--- src/source/kernel_pkg.sv ---
`default_nettype none

package kernel_pkg;

  localparam int addr_w = 15;
  localparam int word_w = 32;

  localparam int axi_addr_w = 64;
  localparam int axi_data_w = 128;
  localparam int axi_strb_w = 16;
  localparam int axi_id_w   = 4;
  localparam int axi_resp_w = 2;
  localparam int axi_size_w = 3;

  localparam logic [axi_id_w-1:0] axi_awid       = 4'd1;
  localparam logic [1:0]          axi_burst_incr = 2'b01;
  localparam logic [7:0]          axi_len_single = 8'd0; // one beat per burst

  // host register map
  localparam logic [addr_w-1:0] reg_stage_base = 15'h000;
  localparam logic [addr_w-1:0] reg_aw_push    = 15'h020;
  localparam logic [addr_w-1:0] reg_w_push     = 15'h030;
  localparam logic [addr_w-1:0] reg_b_status   = 15'h050;
  localparam logic [addr_w-1:0] reg_b_pop      = 15'h054;
  localparam logic [addr_w-1:0] reg_lba        = 15'h100;
  localparam logic [addr_w-1:0] reg_dptr       = 15'h104;
  localparam logic [addr_w-1:0] reg_cmd        = 15'h108;
  localparam logic [addr_w-1:0] reg_submit     = 15'h110;
  localparam logic [addr_w-1:0] reg_sq_clear   = 15'h114;
  localparam logic [addr_w-1:0] reg_sq_pop     = 15'h200;
  localparam logic [addr_w-1:0] reg_sq_ptr     = 15'h204;

  localparam logic [word_w-1:0] nvme_nsid = 32'd1;

  localparam int fifo_depth_log2 = 4;
  localparam int sq_depth_log2   = 4;
  localparam int sqe_w           = 144; // nlb + lba + dptr + nsid + cdw0

  // one staging word, read as whichever queue entry it feeds
  typedef union packed {
    logic [7:0][word_w-1:0] raw;
    struct packed {
      logic [256-axi_size_w-axi_addr_w-1:0] pad;
      logic [axi_size_w-1:0]                size;
      logic [axi_addr_w-1:0]                addr;
    } aw;
    struct packed {
      logic [256-axi_strb_w-axi_data_w-1:0] pad;
      logic [axi_strb_w-1:0]                strb;
      logic [axi_data_w-1:0]                data;
    } w;
    struct packed {
      logic [256-axi_id_w-axi_resp_w-1:0] pad;
      logic [axi_id_w-1:0]                id;
      logic [axi_resp_w-1:0]              resp;
    } b;
    struct packed {
      logic [256-sqe_w-1:0] pad;
      logic [15:0]          nlb;
      logic [word_w-1:0]    lba;
      logic [word_w-1:0]    dptr;
      logic [word_w-1:0]    nsid;
      logic [word_w-1:0]    cdw0;
    } sqe;
  } staging_t;

endpackage

`default_nettype wire
--- src/source/host_regs.sv ---
`timescale 1ns/1ps
`default_nettype none

module host_regs (
  input  wire logic                                    clk,
  input  wire logic                                    rstn,
  input  wire logic                                    host_en,
  input  wire logic [3:0]                              host_we,
  input  wire logic [kernel_pkg::addr_w-1:0]           host_addr,
  input  wire logic [kernel_pkg::word_w-1:0]           host_din,
  output logic [kernel_pkg::word_w-1:0]                host_dout,
  output logic                                         aw_push,
  output logic                                         w_push,
  output kernel_pkg::staging_t                         stage,
  output logic                                         b_pop,
  input  wire logic                                    b_valid,
  input  wire logic [kernel_pkg::axi_id_w-1:0]         b_id,
  input  wire logic [kernel_pkg::axi_resp_w-1:0]       b_resp,
  output logic                                         lba_wr,
  output logic                                         dptr_wr,
  output logic                                         cmd_wr,
  output logic                                         submit,
  output logic                                         sq_clear,
  output logic                                         sq_pop,
  output logic [kernel_pkg::word_w-1:0]                field,
  input  wire logic [15:0]                             command_id,
  input  wire logic [15:0]                             head_ptr,
  input  wire logic                                    pop_valid,
  input  wire logic [kernel_pkg::sqe_w-1:0]            pop_entry
);

  logic wr;
  logic rd;
  logic stage_sel;
  logic [2:0] stage_idx;

  assign wr = host_en && host_we != 4'b0000;
  assign rd = host_en && host_we == 4'b0000;

  // 0x00..0x1c hit the staging words
  assign stage_sel = host_addr[kernel_pkg::addr_w-1:5] ==
                     kernel_pkg::reg_stage_base[kernel_pkg::addr_w-1:5];
  assign stage_idx = host_addr[4:2];

  always_ff @(posedge clk or negedge rstn) begin
    if (!rstn) begin
      aw_push  <= 1'b0;
      w_push   <= 1'b0;
      b_pop    <= 1'b0;
      lba_wr   <= 1'b0;
      dptr_wr  <= 1'b0;
      cmd_wr   <= 1'b0;
      submit   <= 1'b0;
      sq_clear <= 1'b0;
      sq_pop   <= 1'b0;
    end else begin
      aw_push  <= wr && host_addr == kernel_pkg::reg_aw_push;
      w_push   <= wr && host_addr == kernel_pkg::reg_w_push;
      b_pop    <= wr && host_addr == kernel_pkg::reg_b_pop && b_valid;
      lba_wr   <= wr && host_addr == kernel_pkg::reg_lba;
      dptr_wr  <= wr && host_addr == kernel_pkg::reg_dptr;
      cmd_wr   <= wr && host_addr == kernel_pkg::reg_cmd;
      submit   <= wr && host_addr == kernel_pkg::reg_submit;
      sq_clear <= wr && host_addr == kernel_pkg::reg_sq_clear;
      sq_pop   <= wr && host_addr == kernel_pkg::reg_sq_pop;
    end
  end

  always_ff @(posedge clk) begin
    if (pop_valid) begin
      stage.raw <= 256'(pop_entry); // sqe view, padding cleared
    end else if (wr) begin
      if (stage_sel) begin
        stage.raw[stage_idx] <= host_din;
      end else if (host_addr == kernel_pkg::reg_b_pop && b_valid) begin
        // head response taken now, FIFO pops next cycle
        stage.b.pad  <= '0;
        stage.b.id   <= b_id;
        stage.b.resp <= b_resp;
      end
    end
    if (wr) field <= host_din;
  end

  always_ff @(posedge clk) begin
    if (rd) begin
      if (stage_sel) begin
        host_dout <= stage.raw[stage_idx];
      end else if (host_addr == kernel_pkg::reg_b_status) begin
        host_dout <= {31'b0, b_valid};
      end else if (host_addr == kernel_pkg::reg_sq_ptr) begin
        host_dout <= {command_id, head_ptr};
      end
    end
  end

endmodule

`default_nettype wire

--- config.mk ---
export PLATFORM = sky130hd
export DESIGN_NAME = host_regs
export DESIGN_NICKNAME = d
export VERILOG_FILES = /design/src/source/kernel_pkg.sv /design/src/source/host_regs.sv
export SDC_FILE = /design/constraint.sdc
export NUM_CORES = 1
export LEC_CHECK = 0
export ABC_AREA = 1
export BUFFER_PORTS_ARGS = -buffer_cell sky130_fd_sc_hd__buf_2
export CAP_MARGIN = 20
export CORE_AREA = 2 2 219 221
export DETAILED_ROUTE_END_ITERATION = 10
export DIE_AREA = 0 0 221 223
export GPL_TIMING_DRIVEN = 0
export RECOVER_POWER = 50
export SLEW_MARGIN = 0
export SYNTH_ARGS = -nofsm -noshare
export SYNTH_HDL_FRONTEND = slang
export SYNTH_SLANG_ARGS = --single-unit
--- constraint.sdc ---
create_clock -name clk -period 1 [get_ports clk]
set_input_delay 0.05 -clock clk [delete_from_list [all_inputs] [get_ports clk]]
set_output_delay 0.05 -clock clk [all_outputs]
set_load 0.005 [all_outputs]
* Word-level counts from Yosys, hierarchy flattened
Cells that the tools add are included.
Cells by class: $lt $le $gt $ge 2, equality and inequality tests 11, multiplexer cells 12, reductions and logical operators 24
Operators with widths (number):
- $mux W256 | 2
- $mux W144 | 2
- $bwmux W256 | 1
- $mux W32 | 5
- $bmux W32 S3 | 1
- $demux W32 S3 | 1
- $eq A15 B9 Y1 const B | 5
- $eq A15 B10 Y1 const B | 2
- $eq A15 B6 Y1 const B | 2
- $eq A15 B7 Y1 const B | 2
- $logic_and A1 B1 Y1 | 14
- $logic_not A10 Y1 | 1
- $reduce_and A2 Y1 | 3
- $reduce_bool A3 Y1 | 2
- $logic_not A4 Y1 | 1
- $lt A3 B4 Y1 const B | 1
- $reduce_bool A2 Y1 | 2
- $reduce_bool A4 Y1 | 1
- $ge A3 B1 Y1 const B | 1
Word-level totals: register bits 329, output and inout bits 329

* Depth between registers and ports, before layout
Gate-level depths: netlist of run 1.
depth in word-level cells 8, depth in mapped cells 11, gate-level depth less buffers 10

* Least setup slack after synthesis of run 1
OpenSTA, ideal clock, no wires.
path kind input to register, start point input port host_addr[4] in the netlist's numbering, end point register stage[0] in the netlist's numbering, enable pin, setup time 432 ps, arrival time 2397 ps, data required time 568 ps, setup slack -1829 ps, cell stages on the path 9, buffers on the path 1, cells stage by stage buf_4 > nand2_1 > nor2_1 > nand3_1 > nand2_2 > nand2_2 > nand2_1 > inv_1 > a21oi_1
On the way: cells in the longest elaborated chain, start to end 4
RTL lines:
- start: declaration | RTL line host_regs.sv:9 | input wire logic [kernel_pkg::addr_w-1:0] host_addr,
- $eq A15 B7 Y1 | RTL line host_regs.sv:75 | end else if (host_addr == kernel_pkg::reg_b_pop && b_valid) begin
- $logic_and A1 B1 Y1 | RTL line host_regs.sv:75
- $reduce_bool A3 Y1 (no source line)
- $reduce_and A2 Y1 (no source line)
- end: declaration | RTL line host_regs.sv:14 | output kernel_pkg::staging_t stage,
No other way between the ends. A chain may end at the register's enable or synchronous reset.

* Final worst setup path of run 1
start point register stage[17] in the netlist's numbering, end point register host_dout[17] in the netlist's numbering (data pin)
On the way: cells in the longest elaborated chain, start to end 3
RTL lines:
- $bmux W32 S3 | RTL line host_regs.sv:88 | host_dout <= stage.raw[stage_idx];
- $mux W32 (implied by the code) | RTL line host_regs.sv:88
- $mux W32 | RTL line host_regs.sv:87 | if (stage_sel) begin
- end signal: assignment | RTL line host_regs.sv:88
- end signal: assignment | RTL line host_regs.sv:90 | host_dout <= {31'b0, b_valid};
- end signal: assignment | RTL line host_regs.sv:92 | host_dout <= {command_id, head_ptr};
- end: declaration | RTL line host_regs.sv:11 | output logic [kernel_pkg::word_w-1:0] host_dout,
No other way between the ends. The select of a mux whose other input is x is not followed.

==> results.md, run 1 <==
- The max capacitance violation total is 0.
- The slowest cell on the critical path is sky130_fd_sc_hd__edfxtp_1.
- Setup repair after global routing could not meet its margin everywhere.
- The critical path is of the reg2reg type.
- After clock tree synthesis, the clock-pin slew on the worst setup and hold paths is 60 ps.
- The die is between 200 and 250 um wide.
- The placeable core region is 47100 sq um.
- The number of placement rows is 80.
- The critical path runs through a total of 4 cells.
- The area taken by flip-flops and latches is about 9000 sq um.
- The worst-case clock buffer depth is 3.
- Cell internal power was estimated by the tool at around 26000 uW.
- In this design, the largest share of critical-path delay is due to simple AND/OR/NAND/NOR gates.
- The sort of element at the end of the critical path is a flip-flop.
- The number of antenna violations at the first check in global routing is 5.
- The average wire per cell in the routed design is 26.6 um.
- The clock skew after layout is 19.1 ps.
- The share of the Yosys chip area taken by registers is roughly 59%.
- In this run, distinct cell masters in the synthesized netlist total 27.
- Of the total synthesized cell area, the portion taken by full adders, half adders and majority gates is 0%.
- The insertion delay of the later-clocked pin in the worst-skew pair is roughly 570 ps.
- The count of nets left with antenna violations once routing finished came out at 0.
- roughly 570 I/O pins were placed.
- In this run the static leakage power is about 0.011 uW.
- The final-stage net count is 2866.
- The count of flip-flops with a built-in enable after synthesis is roughly 210.
- In this run the clock root is driven by a sky130_fd_sc_hd__clkbuf_16.
- The residual overflow from global routing is 0.
- The count of input and output buffers is 565.
- The number of cells traversed by the worst hold path is 6.
- The max-slew violation count was 0.
- The final cell count without fillers is 3273.
- The synthesized netlist devotes 0% of its cell area to XOR and XNOR gates.
- After layout, the minimum clock period comes to 1490 ps.
- The worst pin sits at a relative slew slack of between 20 and 30%.
- The fraction of final layout cells sized beyond drive strength 1 is 44.2%.
- The maximum number of pins on one net before global-route repair is 23.
- The power share of the clock group is around two fifths.
- The library cell occupying the most area in the post-synthesis netlist is sky130_fd_sc_hd__edfxtp_1.
- The overall power consumption is 35100 uW.
- The number of global-route vias before repair was 17200.
- The register-to-register path setup slack is -490 ps.
- At the pin with the least slew margin, the transition time is ~1100 ps.
- The congestion estimate from routability-driven global placement came to approximately 0.93.
- The total power per unit cell area is 1340 nW/um^2.
- Data on the critical path arrives at its endpoint at between 1500 and 2000 ps.
- The fraction of the mapped netlist area in simple logic gates is 23.6%.
- In the synthesized netlist, the cells that appear most often are 493 x sky130_fd_sc_hd__nand2_1, 208 x sky130_fd_sc_hd__edfxtp_1, 136 x sky130_fd_sc_hd__o21ai_0, 115 x sky130_fd_sc_hd__nand4_1, 112 x sky130_fd_sc_hd__dfxtp_1.
- The effective utilization at floorplan is between 30% and 40%.
- The global-route wire length before repair is between 100000 and 150000 um.
- The flow ran to the end, but the final reports show violations.
- The TritonCTS buffer count is 38.
- The final reports fail on negative hold slack, negative setup slack.
- Of all flip-flops after synthesis, the portion carrying an async set or reset was between 2 and 3%.
- The area fraction of the dominant cell type after synthesis is a little over two fifths.
- The number of synthesis warnings is 0.
- In this run, placement finished with an instance count of 2801.
- For this run, the total global-route usage over all layers was measured as 33.0%.
- Averaged over all synthesized cells, the footprint is between 9 and 10 sq um.
- The launching element type of the critical path is a flip-flop.
- Setup violations remaining at the end of the flow were counted as roughly 780.
- The depth of the CTS H-tree is 2.
- Yosys instantiated no cell more often than sky130_fd_sc_hd__nand2_1.
- The combined buffer and inverter count along the critical path is 0.
- After legalization and detailed placement, the total HPWL measured 61300 um.
- By area the synthesized netlist is led by sky130_fd_sc_hd__edfxtp_1 43%, sky130_fd_sc_hd__dfxtp_1 15%, sky130_fd_sc_hd__nand2_1 13%.
- The number of cell instances on the worst register-to-register path is 4.
- The flip-flop cell with the highest count after synthesis is sky130_fd_sc_hd__edfxtp_1.
- TritonCTS built the clock tree.
- After detailed routing, the number of remaining DRC violations is 0.
- The number of search-and-repair iterations in the first detailed-routing pass is 8.
- The synthesis-to-finish area growth is 78.7%.
- After layout, the worst setup slack is -486 ps.
- The ratio of final minimum period to clock period is 149%.
- The required time of the critical path is between 1000 and 1500 ps.
- Traced cell by cell, the critical path runs through a21oi_2, nand4_1, nand3_2, nand2_1.
- The highest clock frequency the design can meet is between 0.6 and 0.7 GHz.
- The area taken by multi-input logic gates is approximately 6300 sq um.
- In the synthesized netlist, the number of instances is 1617.
- In this run, the number of DRC markers left after iteration 0 of detailed routing was ~1800.
- The worst-case vdd ir drop is 1.35 mV.
- In this run the worst path has a maximum fanout of 2.
- In this run the worst hold path is classified as in2reg.
- Combinational logic is responsible for roughly 15% of the overall power.
- After synthesis, the share of cell area in mux cells is less than 1%.
- The y dimension of the die is ~220 um.
- The die covers between 40000 and 50000 sq um.
- The final route contains between 15000 and 20000 vias.
- Final hold analysis gives a worst-case slack of -8.60 ps.
- The net switching power is slightly above 9000 uW.
- The final count of hold timing violations came to 3.
- The biggest cell delay along the critical path is between 400 and 500 ps.
- The area of the mapped netlist is roughly 15000 sq um.
- The switching portion of total power is 26.4%.
- The number of nets handed over by synthesis was ~1900.
- The clock sink count is approximately 330.
- In this run, flip-flops and latches consume 44.0% of the power.
- The ratio of routed vias to standard cells is around 5.4.
- Synthesis inferred 329 register bits.
- After synthesis, the largest family of logic cells by area is simple AND/OR/NAND/NOR gates.
- The complex-gate fraction of the synthesized area is about 11%.
- Fill cells in the final layout number approximately 4200.
- The overall routed net length is 87000 um.
-- state kept, by name, summed over array words and instances (netlist names) --
signal and cells:
submit 1, host_dout 32, stage 256, b_pop 1, sq_pop 1, lba_wr 1, cmd_wr 1, dptr_wr 1
w_push 1, sq_clear 1, field 32, aw_push 1
-- repair_timing --
item                                    CTS  global route
hold buffers                            228             7
gates resized for setup                 423           278
endpoints found under the setup margin  828           790
pin swaps                                90            99
cloned                                    9            16
endpoints found under the hold margin   295             6
setup buffers                           113            46
-- placed cells by master, fill, tap and decap left out, types with 56 or more instances in the layout --
master and count:
sky130_fd_sc_hd__buf_4 100, sky130_fd_sc_hd__nand4_1 115, sky130_fd_sc_hd__o21ai_1 57, sky130_fd_sc_hd__nand3_1 74, sky130_fd_sc_hd__clkbuf_1 56, sky130_fd_sc_hd__buf_6 149
sky130_fd_sc_hd__edfxtp_1 208, sky130_fd_sc_hd__nand2_1 463, sky130_fd_sc_hd__o21ai_0 70, sky130_fd_sc_hd__dfxtp_2 94, sky130_fd_sc_hd__dlygate4sd3_1 234, sky130_fd_sc_hd__inv_1 65
sky130_fd_sc_hd__buf_2 448, sky130_fd_sc_hd__a21oi_1 64
-- kinds of logic (layout without fill, tap and decap cells) --
family,count (synthesis),after routing
simple gates,780,782
flops,329,329
compound gates,310,310
buf+inv,194,1230
mux,4,4
other cells,0,3
-- per-layer routing --
metal	track usage, %	routed length (um)	vias up
li1	-	-	7698
met1	42.9	34200	8526
met2	53.9	41400	1139
met3	6.49	7570	229
met4	13.3	3750	2
met5	0	16	-
-- layout make-up --
| class | count | share of cell area [%] |
|---|---|---|
| Antenna cell | 3 | 0.0287 |
| Buffer | 109 | 3.14 |
| Clock buffer | 55 | 4.24 |
| Clock inverter | 12 | 0.506 |
| Inverter | 82 | 1.30 |
| Multi-Input combinational cell | 1096 | 23.9 |
| Sequential cell | 329 | 34.0 |
| Tap cell | 615 | 2.94 |
| Timing Repair Buffer | 970 | 29.9 |
| Timing Repair inverter | 2 | 0.0573 |
-- power by group through the flow --
| stage | registers (uW) | logic (uW) | clock network (uW) |
|---|---|---|---|
| after floorplan | 15700 | 1200 | 0 |
| after global placement | 15800 | 3550 | 0 |
| after detailed placement | 15800 | 3610 | 0 |
| after CTS | 15400 | 4860 | 14400 |
| after global routing | 15500 | 5530 | 15000 |
| final | 15500 | 5270 | 14400 |
-- path summary, 6_finish.rpt --
| path | endpoint | startpoint |
|---|---|---|
| setup / recovery | host_dout[17] | stage[17] |
| hold / removal | dptr_wr | host_addr[7] |
| setup reg to reg | host_dout[17] | stage[17] |
| hold reg to reg | stage[151] | stage[151] |
| max in group asynchronous | w_push | rstn |
| min in group asynchronous | aw_push | rstn |
-- tightest hold or removal path, cell delays in order --
cell,delay (ps)
sky130_fd_sc_hd__buf_2,110
sky130_fd_sc_hd__nor2_4,50
sky130_fd_sc_hd__nand2_4,100
sky130_fd_sc_hd__nor2_4,40
sky130_fd_sc_hd__nand2_2,90
sky130_fd_sc_hd__nor2_1,60
-- stage by stage --
step	TNS, ps	util [%]	hold WS (ps)	instance area [sq um]	worst slack (ps)
2_1_floorplan	-173850	-	-246	15000	-745
3_3_place_gp	-567300	39.5	-90.8	18600	-1720
3_5_place_dp	-525360	39.7	-85.5	18700	-1540
4_1_cts	-81200	52.5	-231	24700	-460
5_1_grt	-127750	55.5	6.67	26200	-590
6_report	-105310	55.5	-8.60	26200	-486
No activity file was read; power rests on OpenSTA's default activity.
==> run 2, diff against run 1 <==
BUFFER_PORTS_ARGS = -buffer_cell sky130_fd_sc_hd__buf_4   (was -buffer_cell sky130_fd_sc_hd__buf_2)
CORE_AREA = 2 2 221 223   (was 2 2 219 221)
DIE_AREA = 0 0 223 225   (was 0 0 221 223)
==> run 2 against run 1 <==
The run ends with negative setup slack left. Register-to-register slack better by 20 ps. Die area is 1.8% higher. Combinational power is 13% higher. Utilization is 3.1 points higher. Largest cell class is now non-clock buffers. Largest power group unchanged. Highest routed layer unchanged.
==> results.md, run 2 (same netlist as run 1, synthesis figures left out) <==
- The total number of vias is about 18000.
- The total of endpoints with negative setup slack in the final report is about 770.
- Summed over all layers, the global routing overflow is 0.
- For this design, the slowest cell found on the critical path is sky130_fd_sc_hd__edfxtp_1.
- The worst slew margin relative to its limit is 26.5%.
- The launching element type of the critical path is a flip-flop.
- The worst path setup slack after routing is -465 ps.
- Setup repair after global routing could not meet its margin everywhere.
- The worst-margin pin slew is roughly 1100 ps.
- At the worst endpoint, the required time is roughly 1300 ps.
- After layout, the minimum clock period comes to 1460 ps.
- The ratio of routed vias to standard cells is 5.39.
- The worst-case vdd ir drop is roughly 1.0 mV.
- The placeable core region is 47500 sq um.
- The checks that failed: negative setup slack.
- The clock drives 329 sinks.
- In this run the remaining antenna-violating nets after routing total 0.
- At the later pin of the worst-skew pair, clock insertion delay measures approximately 570 ps.
- The HPWL after detailed placement is roughly 61000 um.
- The register with the most flip-flops in the layout has about 260 of them.
- The number of global-route vias before repair is around 16000.
- The worst hold path belongs to the class in2reg.
- Along the worst path, the maximum fanout reaches 2.
- The register-to-register path setup slack is -460 ps.
- The congestion estimate from routability-driven global placement came to between 0.9 and 1.
- The die is approximately 220 um wide.
- The clock passes through at most 3 buffers.
- The sort of element at the end of the critical path is a flip-flop.
- The y dimension of the die is ~230 um.
- The max-slew violation count is 0.
- Derived from the worst setup path, the maximum achievable clock frequency is around 0.7 GHz.
- The global-route wire length before repair is roughly 110000 um.
- The H-tree was split into 2 levels.
- For this design the top-level I/O count stands at ~570.
- The most flop-heavy register is stage.
- The overall routed net length is 87100 um.
- Cells fill between 50% and 60% of the core in the end.
- At the worst endpoint, the arrival time is 1780 ps.
- The leakage dissipation is between 0.01 and 0.015 uW.
- In this run the core area contains 80 standard-cell rows.
- The family with the most delay on the worst path is simple AND/OR/NAND/NOR gates.
- Cells with a size suffix above 1 make up between 40% and 50% of the layout.
- Once the floorplan was initialized, standard cells occupied between 30% and 40% of the core.
- The clock-pin slew of the registers on the worst-case setup and hold paths is approximately 60 ps.
- The worst-case hold slack is approximately 26 ps.
- The combined buffer and inverter count along the critical path is 0.
- The largest registers in the layout are stage x256, field x32, host_dout x32.
- In the final routed layout, each cell accounts on average for around 27 um.
- The setup path with the least slack is of type reg2reg.
- Walking the worst path, the cells encountered are a21oi_2, nand4_1, nand3_2, nand2_1.
- The number of search-and-repair iterations in the first detailed-routing pass is 5.
- The final count of hold timing violations is 0.
- After detailed placement, the design holds a cell count of 2801.
- The biggest cell delay along the critical path is 410 ps.
- The run finished, with violations left.
- The CTS tree is yes.
- The die covers ~50000 sq um.
- The count of unresolved DRC violations after routing is 0.
- The total routing usage reported by global routing is between 30% and 40%.
- Adding up every negative setup slack in the final design gives -129140 ps.
- The maximum number of pins on one net before global-route repair is 22.
- In this run, the number of DRC markers left after iteration 0 of detailed routing was 1714.
- The count of input and output buffers is 565.
- Excluding fillers, the count of instances in the completed layout stands at ~3300.
- In the layout the commonest cells are 435 x sky130_fd_sc_hd__nand2_1, 342 x sky130_fd_sc_hd__buf_4, 305 x sky130_fd_sc_hd__buf_6.
- The tree is rooted in a sky130_fd_sc_hd__clkbuf_16.
- The clock skew after layout is between 20 and 25 ps.
- The total power per unit cell area is about 1300 nW/um^2.
- Compared with the post-synthesis result, the final layout area differs by 90.3%.
- The number of antenna violations at the first check in global routing is 7.
- After the last flow step, the layout net total stands at around 2800.
- The most common cell after layout, fill and taps aside is sky130_fd_sc_hd__nand2_1.
- Across the run, the number of max-cap violations was 0.
- At the placement stage, the worst setup path has a slack of -1430 ps.
- TritonCTS created 39 clock buffers.
- The ratio of final minimum period to clock period is 146%.
## run 2: per-layer routing
metal / track usage, % / vias up / part of all wire, %
li1: - / 7654 / -
met1: 42.1 / 8591 / 39
met2: 51.4 / 1090 / 48
met3: 6.84 / 186 / 9.4
met4: 9.61 / 4 / 3.6
met5: 0 / - / 0.034
## run 2: final timing paths
path	from	end	cells after the start
min in group asynchronous	rstn	w_push	3
worst max register to register	stage[17]	host_dout[17]	4
worst max-delay path	stage[17]	host_dout[17]	4
max in group asynchronous	rstn	sq_pop	3
worst min-delay path	pop_valid	stage[152]	7
worst min register to register	stage[153]	stage[153]	2
## run 2: cell type report
cell class,instances,area [sq um]
repair inverters,2,15.0
fillers,4027,19700
clock inverters,18,155
repair buffers,947,9330
flip-flops and latches,329,8980
inverters,82,358
plain buffers,112,890
diodes,2,5.00
clock buffers,53,1090
multi-input cells,1094,6310
well taps,615,769
## run 2: through the flow
stage	power [uW]	instance area, sq um
final	35600	27900
after CTS	34800	24300
after detailed placement	19900	20100
after floorplan	16900	15000
after global placement	19900	20100
after global routing	36500	27900
## run 2: what timing repair did
item	CTS	global route
setup endpoints to repair	828	792
hold buffers	229	11
gates cloned	5	17
gates resized for setup	102	835
hold endpoints to repair	303	8
pin swaps	29	143
buffers inserted	26	96
## run 2: where the power goes
group          switching [uW]  internal [uW]
logic                    2970           2970
registers                 468          15000
clock network            6010           8190
## run 2: worst reg2reg max path, delay by kind of cell, from the launching register on
family | cells | cell delay [ps]
flops | 1 | 410
simple gates | 3 | 660
compound gates | 1 | 140
==> run 3, diff against run 2 <==
ABC_AREA = unset   (was 1)
CORE_AREA = 2 2 219 221   (was 2 2 221 223)
DIE_AREA = 0 0 221 223   (was 0 0 223 225)
==> run 3 against run 2 <==
The run ends with negative hold slack, negative setup slack left. Cell area rose by 2.4%. Sequential power barely moved. Hold slack got worse by 220 ps. Utilization rose by 1.9 points. Via count fell by 15%. Largest power group unchanged.
==> results.md, run 3 <==
- In this run the power density over the cells is between 1000 and 1500 nW/um^2.
- Timing analysis after detailed placement gives a worst setup slack of -2020 ps.
- The checks that failed: negative hold slack, negative setup slack.
- The CTS tree is yes.
- After synthesis, the cell types taking the most area are sky130_fd_sc_hd__edfxtp_1 43%, sky130_fd_sc_hd__dfxtp_1 16%, sky130_fd_sc_hd__mux4_2 10%.
- The part of the power in registers is between 40% and 50%.
- In this run, synthesis inferred approximately 210 flip-flops with an integrated enable.
- The ratio of routed vias to standard cells is 5.59.
- The path type of the worst min-delay path is in2reg.
- The area fraction of the dominant cell type after synthesis is 43.2%.
- The signal arrival time at the worst endpoint is about 1800 ps.
- The worst-case clock buffer depth is 3.
- After floorplanning, the core was divided into 80 placement rows.
- Summed over all nets, the switching power comes to 9140 uW.
- The number of antenna violations at the first check in global routing came to 0.
- The count of nets left with antenna violations once routing finished came out at 0.
- The total number of vias is ~15000.
- Summed over all layers, the routed wires come to 80700 um.
- The worst-path maximum fanout is 2.
- The insertion delay of the later-clocked pin in the worst-skew pair is 550 ps.
- The most flop-heavy register is stage.
- After filler insertion, the fill cell instance count of the layout stands at between 3000 and 4000.
- In the routed design, unresolved DRC markers number 0.
- The largest registers in the layout are stage x256, field x32, host_dout x32.
- The clock skew after layout is approximately 15 ps.
- In the synthesized netlist the dominant register cell turns out to be sky130_fd_sc_hd__edfxtp_1.
- The depth of the CTS H-tree is 2.
- In this run the cell area of the synthesized design comes to roughly 14000 sq um.
- The synthesis-stage register bit count is ~330.
- Synthesis instantiated approximately 50 different standard cells from the library.
- Once detailed placement completed, the half-perimeter wirelength came to between 50000 and 60000 um.
- Static timing analysis puts the maximum clock frequency at about 0.66 GHz.
- The worst slew margin relative to its limit is about a third.
- The family with the most delay on the worst path is multiplexers.
- The fraction of final layout cells sized beyond drive strength 1 is between 60% and 70%.
- In this run the horizontal extent of the chip is about 220 um.
- Setup slack on the critical path of the routed design comes to -526 ps.
- The sort of element at the end of the critical path is a flip-flop.
- Walking the worst path, the cells encountered are mux4_2, mux2i_2, o2bb2ai_2.
- In the layout the commonest cells are 473 x sky130_fd_sc_hd__buf_4, 227 x sky130_fd_sc_hd__buf_6, 226 x sky130_fd_sc_hd__dlygate4sd3_1.
- The final critical delay including setup and external delays is roughly 1500 ps.
- The clock network is responsible for 40.0% of the overall power.
- The final count of hold timing violations came to 7.
- The number of antenna cells inserted is 0.
- The clock tree root buffer cell is sky130_fd_sc_hd__clkbuf_16.
- The flow ran to the end, but the final reports show violations.
- The first global-routing pass estimated between 100000 and 150000 um of wire.
- The final layout contains about 2200 nets.
- After global routing the overflow that remains totals 0.
- Dividing the detail-routed wire length by the instance count gives approximately 30 um.
- The placeable core region is 47100 sq um.
- The share of total power dissipated in combinational logic is 17.8%.
- The switching portion of total power is 25.1%.
- The number of nets handed over by synthesis was between 1000 and 1500.
- The max-slew violation count is 0.
- The largest total area in the synthesized netlist belongs to sky130_fd_sc_hd__edfxtp_1.
- The top-level port count is about 570.
- The TritonCTS buffer count is 38.
- The max capacitance violation total is 0.
- sky130_fd_sc_hd__edfxtp_1 is the most common cell in the netlist.
- The die covers 49300 sq um.
- The biggest cell delay along the critical path is 540 ps.
- Counting every instance in the synthesized netlist gives approximately 970.
- After synthesis, the share of flip-flops with an asynchronous set or reset is between 2 and 3%.
- The design draws between 30000 and 40000 uW.
- The leakage dissipation is between 0.01 and 0.015 uW.
- STA classifies the critical path startpoint as a flip-flop.
- On the final layout, the worst hold slack is -191 ps.
- Internal power comes to ~27000 uW.
- Dividing the final minimum period by the clock period gives 153%.
- Setup repair after global routing could not meet its margin everywhere.
- Entering global routing, the biggest net connects 19 pins.
- The number of synthesis warnings is 0.
- The register with the most flip-flops in the layout has 256 of them.
- In this run, the number of DRC markers left after iteration 0 of detailed routing was approximately 1300.
- The slowest stage of the critical path is the sky130_fd_sc_hd__mux4_2 cell.
- After clock tree synthesis, the clock-pin slew on the worst setup and hold paths is approximately 60 ps.
- The effective utilization at floorplan is between 30% and 40%.
- The placer congestion estimate is ~0.87.
- After synthesis, the mean cell area works out to ~15 sq um.
- The y dimension of the die is ~220 um.
- Clock tree synthesis found a total of about 330 sinks.
- The number of global-route vias before repair came to between 15000 and 20000.
- For the pin with the worst max-slew slack, the measured transition is approximately 1000 ps.
- At the worst endpoint, the required time is between 1000 and 1500 ps.
- The synthesis-to-finish area growth is 97.7%.
- For this run, the detailed router's first-pass iteration total came to 9.
- In this run the tool buffered the top-level ports with between 500 and 600 buffer cells.
- Setup violations remaining at the end of the flow were counted as ~800.
- The most common cell after layout, fill and taps aside is sky130_fd_sc_hd__buf_4.
- The sequential cell area fraction in the yosys report is between 60% and 70%.
- The commonest cells after synthesis are 208 x sky130_fd_sc_hd__edfxtp_1, 135 x sky130_fd_sc_hd__o2bb2ai_1, 130 x sky130_fd_sc_hd__a22o_1, 112 x sky130_fd_sc_hd__dfxtp_1, 64 x sky130_fd_sc_hd__mux4_2.
- The start-to-end type of the worst setup path is reg2reg.
- The combined buffer and inverter count along the critical path is 0.
- The total routing usage reported by global routing is around 31%.
- IR analysis of the VDD net gives a maximum drop of about 1.4 mV.
-- run 3: timing repair --
item,CTS,global route
resized for setup,217,472
hold endpoints to repair,332,9
setup buffers,115,91
setup endpoints to repair,786,810
hold buffers,227,1
pin swaps,61,73
cloned,24,3
-- run 3: area by class of cell --
class / instances / area, sq um / area share, %
well taps: 615 / 769 / 2.69
clock inverters: 12 / 154 / 0.539
plain buffers: 84 / 895 / 3.13
flip-flops and latches: 329 / 8960 / 31.4
inverters: 2 / 13.8 / 0.0482
repair buffers: 1005 / 9610 / 33.7
multi-input cells: 550 / 7040 / 24.7
clock buffers: 56 / 1110 / 3.89
-- run 3: path summary, 6_finish.rpt --
path / start / end / slack (ps) / cells past startpoint
setup / recovery: stage[21] / host_dout[21] / -530 / 3
hold / removal: host_addr[9] / sq_pop / -190 / 3
setup reg to reg: stage[21] / host_dout[21] / -530 / 3
hold reg to reg: stage[228] / stage[228] / 470 / 1
max in group asynchronous: rstn / cmd_wr / 160 / 3
min in group asynchronous: rstn / sq_clear / 540 / 3
-- run 3: metrics by stage --
stage | cells | setup TNS (ps) | area (sq um) | util, %
floorplan | 965 | -227530 | 15200 | -
global placement | 2145 | -585460 | 20200 | 42.8
detailed placement | 2149 | -565730 | 20200 | 42.9
CTS | 2582 | -169540 | 26500 | 56.3
finish | 2653 | -156130 | 28600 | 60.6
global route | 2653 | -179120 | 28600 | 60.6
-- run 3: logic make-up (layout without fill, tap and decap cells) --
logic type	Yosys count	after routing	synth area share, %
AO/OA/AOI/OAI	301	305	18.6
buffers and inverters	90	1159	3.10
flip-flops	329	329	60.3
multiplexers	96	96	12.2
AND/OR/NAND/NOR	149	149	5.75
-- run 3: power groups by stage --
stage          Sequential (uW)  Combinational, uW  Clock [uW]
6_report                 15400               6470       14500
5_1_grt                  15400               6700       15100
4_1_cts                  15400               5940       14600
3_5_place_dp             15700               4310           0
3_3_place_gp             15700               4270           0
2_1_floorplan            15700               1580           0
-- run 3: worst reg2reg max path: stages, from the launching register on --
cell and delay [ps]:
sky130_fd_sc_hd__edfxtp_1 430, sky130_fd_sc_hd__mux4_2 540, sky130_fd_sc_hd__mux2i_2 210, sky130_fd_sc_hd__o2bb2ai_2 70
-- run 3: per-layer routing --
| layer | global-route usage (%) | vias to the layer above | part of all wire [%] |
|---|---|---|---|
| met4 | 11.8 | 0 | 4.5 |
| met2 | 51.1 | 989 | 48 |
| met5 | 0 | - | 0 |
| li1 | - | 6149 | - |
| met1 | 38.4 | 7457 | 38 |
| met3 | 7.19 | 224 | 8.9 |
